<file path="src/rtl/kd_tree_defines.svh">
// KD-tree search accelerator constants for tree shape, patch format and bus mapping
`ifndef KD_TREE_DEFINES_SVH
`define KD_TREE_DEFINES_SVH

// Tree shape
// Levels of internal nodes, one pipeline stage per level
`define KD_DEPTH 6

// Internal nodes in heap order, 2^KD_DEPTH - 1
`define KD_NODES 63

// Patch format
// Components per patch
`define KD_DIMS 5

// Bits per component, also the width of each node field
`define KD_COMP_W 11

// Bus mapping
// Byte address of node 0, node n sits at base + 4n
`define KD_WB_BASE 32'h3000_0000

`endif

</file>
<file path="src/rtl/kd_tree_pkg.sv">
// KD-tree package with node word, patch, node address and leaf index types
`include "kd_tree_defines.svh"

package kd_tree_pkg;

  // One unsigned patch component
  typedef logic [`KD_COMP_W-1:0] comp_t;

  // Five components, component 0 in the low bits
  typedef comp_t [`KD_DIMS-1:0] patch_t;

  // Stored node word
  // Median sits in bus bits 21:11, split dimension in bits 10:0
  typedef struct packed {
    comp_t median;     // Threshold, go right when component >= median
    comp_t split_dim;  // Legal values 0 to KD_DIMS-1
  } node_word_t;

  // Heap-ordered node number, 0 to KD_NODES-1
  typedef logic [`KD_DEPTH-1:0] node_addr_t;

  // Leaf number, one decision bit per level, root decision in the MSB
  typedef logic [`KD_DEPTH-1:0] leaf_idx_t;

endpackage

</file>
<file path="src/rtl/node_loader.sv">
// KD-tree node loader with Wishbone slave and streaming write port for node words
`include "kd_tree_defines.svh"

module node_loader import kd_tree_pkg::*; (
  input  logic                clk,
  input  logic                rst_n,
  input  logic                wb_mode_i,       // 1 = bus owns the nodes, 0 = streaming
  input  logic                fsm_en_i,
  input  logic                sender_en_i,
  input  node_word_t          sender_data_i,
  input  logic                wbs_cyc_i,
  input  logic                wbs_stb_i,
  input  logic                wbs_we_i,
  input  logic [3:0]          wbs_sel_i,
  input  logic [31:0]         wbs_adr_i,
  input  logic [31:0]         wbs_dat_i,
  output logic                wbs_ack_o,
  output logic [31:0]         wbs_dat_o,
  output logic [`KD_NODES-1:0] node_wen_o,     // One-hot write enable per node
  output node_word_t          node_wdata_o,
  input  node_word_t          node_rdata_i [`KD_NODES]
);

  localparam int NODE_W = $bits(node_word_t);

  node_addr_t stream_addr_q;   // Auto-incrementing streaming address
  logic ack_q;
  logic [31:0] dat_q;

  logic [31:0] wb_off;
  logic wb_hit, wb_req, wb_wr, stream_wr, wr_en;
  node_addr_t wb_node, wr_addr;
  node_word_t cur_word, rd_word;
  logic [NODE_W-1:0] wb_bits;

  // Bus address decode
  assign wb_off = wbs_adr_i - `KD_WB_BASE;  // Below base wraps high and misses
  assign wb_hit = (wb_off[1:0] == 2'b00) && (wb_off[31:2] < `KD_NODES);
  assign wb_node = wb_hit ? node_addr_t'(wb_off[7:2]) : '0;  // Clamp keeps index legal

  // New request only when the last one was acked, nothing served in streaming mode
  assign wb_req = wb_mode_i & wbs_cyc_i & wbs_stb_i & ~ack_q;
  assign wb_wr  = wb_req & wbs_we_i & wb_hit;  // Misses are acked but write nothing

  assign stream_wr = ~wb_mode_i & fsm_en_i & sender_en_i;

  // Current contents of the addressed node
  assign cur_word = node_rdata_i[wb_node];
  assign rd_word  = wb_hit ? cur_word : '0;

  // Byte lanes merge into the stored word, sel 4'hF replaces it whole
  always_comb begin
    for (int i = 0; i < NODE_W; i++) begin
      wb_bits[i] = wbs_sel_i[i / 8] ? wbs_dat_i[i] : cur_word[i];
    end
  end

  // Write port shared by both sources
  assign wr_en   = wb_wr | stream_wr;
  assign wr_addr = wb_mode_i ? wb_node : stream_addr_q;

  assign node_wen_o   = {{(`KD_NODES-1){1'b0}}, wr_en} << wr_addr;
  assign node_wdata_o = wb_mode_i ? node_word_t'(wb_bits) : sender_data_i;

  // Streaming counter, parked at 0 while the bus owns the nodes
  always_ff @(posedge clk) begin
    if (!rst_n) begin
      stream_addr_q <= '0;
    end else if (wb_mode_i) begin
      stream_addr_q <= '0;
    end else if (stream_wr) begin
      if (stream_addr_q == node_addr_t'(`KD_NODES - 1)) begin
        stream_addr_q <= '0;  // Wrap after the last node
      end else begin
        stream_addr_q <= stream_addr_q + 1'b1;
      end
    end
  end

  // Single-cycle ack one clock after acceptance
  always_ff @(posedge clk) begin
    if (!rst_n) begin
      ack_q <= 1'b0;
    end else begin
      ack_q <= wb_req;
    end
  end

  // Read data captured on acceptance, zero-extended
  always_ff @(posedge clk) begin
    if (wb_req) begin
      dat_q <= wbs_we_i ? '0 : {{(32-NODE_W){1'b0}}, rd_word};
    end
  end

  assign wbs_ack_o = ack_q;
  assign wbs_dat_o = dat_q;

  a_wen_onehot: assert property (@(posedge clk) disable iff (!rst_n)
    $onehot0(node_wen_o))
    else $error("more than one node write enable active");

  // Master drops stb on ack, so a second ack would be a phantom cycle
  a_ack_pulse: assert property (@(posedge clk) disable iff (!rst_n)
    wbs_ack_o |=> !wbs_ack_o)
    else $error("wishbone ack held for two cycles");

endmodule

</file>
<file path="config.mk">
export PLATFORM = sky130hd
export DESIGN_NAME = node_loader
export DESIGN_NICKNAME = d
export VERILOG_FILES = /design/src/rtl/kd_tree_pkg.sv /design/src/rtl/node_loader.sv
export VERILOG_INCLUDE_DIRS = /design/src /design/src/rtl
export SDC_FILE = /design/constraint.sdc
export NUM_CORES = 1
export LEC_CHECK = 0
export BUFFER_PORTS_ARGS = -buffer_cell sky130_fd_sc_hd__buf_2
export CORE_AREA = 2 2 623 625
export CTS_CLUSTER_SIZE = 20
export DETAILED_ROUTE_END_ITERATION = 7
export DIE_AREA = 0 0 625 627
export GPL_TIMING_DRIVEN = 0
export SETUP_SLACK_MARGIN = 0.2
export SYNTH_ARGS = -nofsm -noshare
export SYNTH_HDL_FRONTEND = slang
export SYNTH_SLANG_ARGS = --single-unit
</file>
<file path="constraint.sdc">
create_clock -name clk -period 3.2 [get_ports clk]
set_clock_uncertainty 0.05 [all_clocks]
set_input_delay 0.48 -clock clk [delete_from_list [all_inputs] [get_ports clk]]
set_output_delay 0.48 -clock clk [all_outputs]
set_load 0.05 [all_outputs]
</file>
# Word-level counts from Yosys, hierarchy flattened
# Cells that the tools add are included.
[word_totals]
regBits = 39
in_bits = 1484
out_inout_bits = 118
wordCells = 56
[op_classes]
addsub = 2
n_lt_le_gt_ge = 2
n_eq_ne = 1
n_shift = 1
mux = 29
n_bitwise = 13
n_reduce_logical = 4
[op_table]
columns = ["cell", "count"]
rows = [
  ["$bmux 22 s6", 1],
  ["$mux 22", 3],
  ["$shl 1x6->63", 1],
  ["$sub 32x30->32 const B", 1],
  ["$lt 30x6->1 const B", 1],
  ["$mux 1", 22],
  ["$mux 6", 3],
  ["$and 1x1->1", 7],
  ["$ge 7x7->1 const B", 1],
  ["$not 6->7", 1],
  ["$add 6x1->6 const B", 1],
  ["$eq 6x6->1 const B", 1],
  ["$not 1->1", 4],
  ["$reduce_or 2->1", 2],
  ["$logic_not 2->1", 1],
  ["$logic_and 1x1->1", 1],
  ["$or 1x1->1", 1],
]

# Logic depth before layout (Yosys ltp)
[logic_depth]
depth_word = 10
ltp_mapped = 11
mapped_depth_nobuf = 7

# Least setup slack after synthesis
# No wires, ideal clock.
[synth_path]
kind = "input-to-output"
startpoint = "input port wb_mode_i"
endpoint = "output port node_wen_o[15]"
arrival_ps = 3145
t_required_ps = 2670
slack_ps = -475
path_stages = 6
cell_sequence = "clkbuf_1 -> and4b_1 -> and3_1 -> a32o_1 -> nand2_1 -> nor3_1"
[synth_via]
elab_chain_len = 7
elab_cells_between_ends = 11
classes_between = "shift (1); mux (1); bitwise (9)"
[synth_rtl]
columns = ["element", "line", "text"]
rows = [
  ["start: declaration", "node_loader.sv:7", "input logic wb_mode_i,"],
  ["$and 1x1->1 (3 in series)", "node_loader.sv:42", "assign wb_req = wb_mode_i & wbs_cyc_i & wbs_stb_i & ~ack_q;"],
  ["named net wb_req", "node_loader.sv:31", "logic wb_hit, wb_req, wb_wr, stream_wr, wr_en;"],
  ["$and 1x1->1 (2 in series)", "node_loader.sv:43", "assign wb_wr = wb_req & wbs_we_i & wb_hit;"],
  ["$or 1x1->1", "node_loader.sv:59", "assign wr_en = wb_wr | stream_wr;"],
  ["$shl 1x6->63", "node_loader.sv:62", "assign node_wen_o = {{(`KD_NODES-1){1'b0}}, wr_en} << wr_addr;"],
  ["end: declaration", "node_loader.sv:19", "output logic [`KD_NODES-1:0] node_wen_o,"],
]
# The timed path passes the listed nets, and every way through them passes these cells.

==> reports/results.txt <==
status: finished with violations
failing checks: DRC, capacitance limit, slew limit, setup timing
Post-CTS Hold Fix Bufs: 0
startpoint types: input pin
antenna violations before repair: 405
Fin. Hold Viols: 0
r2r startpoint: stream_addr_q[0]
Critical Path AT: 3990 ps
CTS buffer count: 5
Layout Cells excl Fill: 8883
TritonCTS Sinks: 29
WP data required: 2670 ps
WL met1: 138000 um
sw frac: 56.2%
RSZ-0062 raised after global routing: true
All-Layer GR Usage: 18.0%
Hold EP: wbs_ack_o
port buffer count: 1578
hold path cells: 2
Slew @ Worst Pin: 1500 ps
Pint: 2.68 mW
clk_lat worst skew: 320 ps
critical path's top delay family: compound AO/OA/AOI/OAI gates
Synth cell types: 63
Gate power share: 84.6%
crit-path cells: buf_8, buf_12, or2_2, o21ai_4, buf_12, buf_16, clkbuf_16, buf_4, a21oi_1, o211ai_1, nand4_1, buf_6, o21ai_4, buf_6
Detailed Route WL: 372000 um
clock group share of total power: 8.7%
Final #Nets: 5018
core area: 385000 sq um
FP Rows: 228
routability cong.: 1.03
largest net degree at the start of global routing: 13
Placed Area: 29900 sq um
Ys Warns: 0
Buf+Inv Stages, Crit Path: 8
Via Count: 28500
Tmin final: 4520 ps
Syn Inst Count: 1737
FF-to-FF End: stream_addr_q[3]
max_slew headroom: -0.670%
mapped cell area: 14600 sq um
Max VDD drop: 152 uV
number of global-route vias before repair: 25700
clk buf depth: 2
Post-synth EDFFs: 22
crit path kind: input pin to primary output
Max Clk Rate: 221 MHz
highest routed layer: met5
H-tree Lvls: 2
final hold slack: 333 ps
sequential area share after synthesis: 5.47%
sequential share of power: 6.6%
routed wl met3: 38600 um
asr flop ratio synth: 0%
first drt pass iteration count: 8
share of the synthesized area in the top cell type: 23.9%
synth top area cells: mux4_2, mux2i_1, mux2_2
Max Slew Vio Count: 2
worst setup margin: -1320 ps
main flop type after synthesis: edfxtp_1
P_sw: 3.44 mW
Yosys top cell by area: mux4_2
Detail Placement HPWL: 338000 um
Register-to-Register Setup Slack: 1670 ps
CTS tree: yes
most common cell in the netlist: nor2_1
hold path startpoint: rst_n
Crit. End Element: primary output
Worst path max stage delay: 1160 ps
Placed Cells: 8412
met2 WL: 178000 um
crit share post-route: 141%
setup TNS: -63660 ps
Area Growth Syn to Fin: 158%
Power Total: 6.12 mW
number of synthesized register bits: 29
setup violators final: 106
Syn Area/Cell: 8.42 sq um
maxcap violations: 1
CP max stage cell: o211ai_1
total gr overflow: 0
Routed Antenna Nets: 0
first-pass GRT wire length: 419000 um
top cells by count, synth: nor2_1, mux4_2, mux2i_1
Leak Pwr: 14.0 nW
critical path fanouts, max: 10
HP Class: input pin to flip-flop
CTS root buffer: clkbuf_16
number of DRC markers in iteration 0: 2935
pwr dens: 162 nW/um^2
die width: 625 um
DRC: 9
Initial Util: 3.80%
Final Cell Area: 37800 sq um
Die H: 627 um
I/O Pins: 1602
R2R cell count: 6
Vias/cell: 3.21
Reg clk slew, reported paths: 70 ps
Die ar.: 392000 sq um
drt wl/cell: 41.9 um
share of cells above drive strength 1: 74.4%
-- power groups by stage --
stage          Combinational, mW  Clock, mW  Sequential (mW)
6_report                    5.18      0.534            0.406
3_5_place_dp                4.58          0            0.414
3_3_place_gp                4.47          0            0.414
5_1_grt                     5.38      0.564            0.407
4_1_cts                     5.26      0.570            0.406
2_1_floorplan               1.48          0            0.420
-- cells in the final DEF, fill, tap and decap left out, types with 25 or more instances in the layout --
cell type,netlist,routed
buf_2,77,1489
diode_2,0,290
mux4_2,155,155
buf_6,2,144
a21oi_1,144,114
mux2_2,113,109
buf_4,20,105
nor2_1,184,98
o21ai_0,131,94
mux2i_1,151,80
buf_8,0,79
nand2_1,83,74
nor2_4,0,60
buf_12,0,54
a221oi_1,66,54
o211ai_1,43,43
a221o_1,45,40
o221ai_4,0,40
mux2i_2,0,38
mux2i_4,0,33
clkbuf_2,0,32
a22oi_1,37,31
o21ai_4,0,30
clkbuf_1,111,27
nor2_2,0,26
nor3b_1,26,25
-- repair_timing --
item	in CTS	in global routing
resized for setup	1095	195
endpoints found under the setup margin	107	107
gates cloned	5	5
pin swaps	122	84
setup buffers	123	41
-- per-stage QoR --
stage                     setup slack [ps]  utilization, %
after floorplan                       80.6               -
after global placement               -5610            7.63
after detailed placement             -4440            7.76
after CTS                            -1230            9.30
after global routing                 -1260            9.69
final                                -1320            9.81
-- cells by family (layout without fill, tap and decap cells) --
logic type                 count (synthesis)  count (layout)  synth area share [%]
other                                      1             300                0.0256
xor gates and xnor gates                   4               4                 0.240
muxes                                    419             419                  42.9
DFF                                       29              29                  5.47
adders and majority gates                  2               2                 0.171
and+or+nand+nor                          389             390                  12.6
AOI/OAI and AO/OA                        657             657                  31.3
buffers and inverters                    236            2022                  7.33
-- metal layers --
metal | vias up | GRT usage (%)
met5 | - | 0
met4 | 152 | 6.04
met3 | 840 | 7.36
met2 | 2572 | 30.9
met1 | 13800 | 20.0
li1 | 11100 | -
-- registers in the layout, summed over array words and instances (netlist names) --
name and flops:
stream_addr_q 6, wbs_ack_o 1, wbs_dat_o 22
-- how the worst max path moves through the flow --
stage,slack [ps],start,depth (start not counted),end
detailed placement,-4440,wbs_adr_i[6],11,node_wdata_o[10]
CTS,-1230,wbs_adr_i[9],14,node_wdata_o[6]
floorplan,80,wb_mode_i,7,node_wen_o[25]
global placement,-5610,wbs_adr_i[3],10,node_wdata_o[10]
global route,-1260,wbs_adr_i[19],14,node_wdata_o[6]
finish,-1320,wbs_adr_i[4],14,node_wdata_o[8]
-- worst reg2reg max path: stages, from the launching register on --
cell and delay, ps:
dfxtp_1 480, inv_1 140, ha_1 230, nand3_1 80, nor2_1 70, a31o_2 280
nor2_1 130
-- area by class of cell --
cell class	count	area, sq um
fill	44500	347000
multi-input combinational	1482	15900
timing repair buffer	1779	11100
tap	5060	6330
buffer	228	2750
sequential	29	801
antenna	290	726
clock buffer	5	125
inverter	7	41.3
clock inverter	3	17.5
No activity file was read; power rests on OpenSTA's default activity.
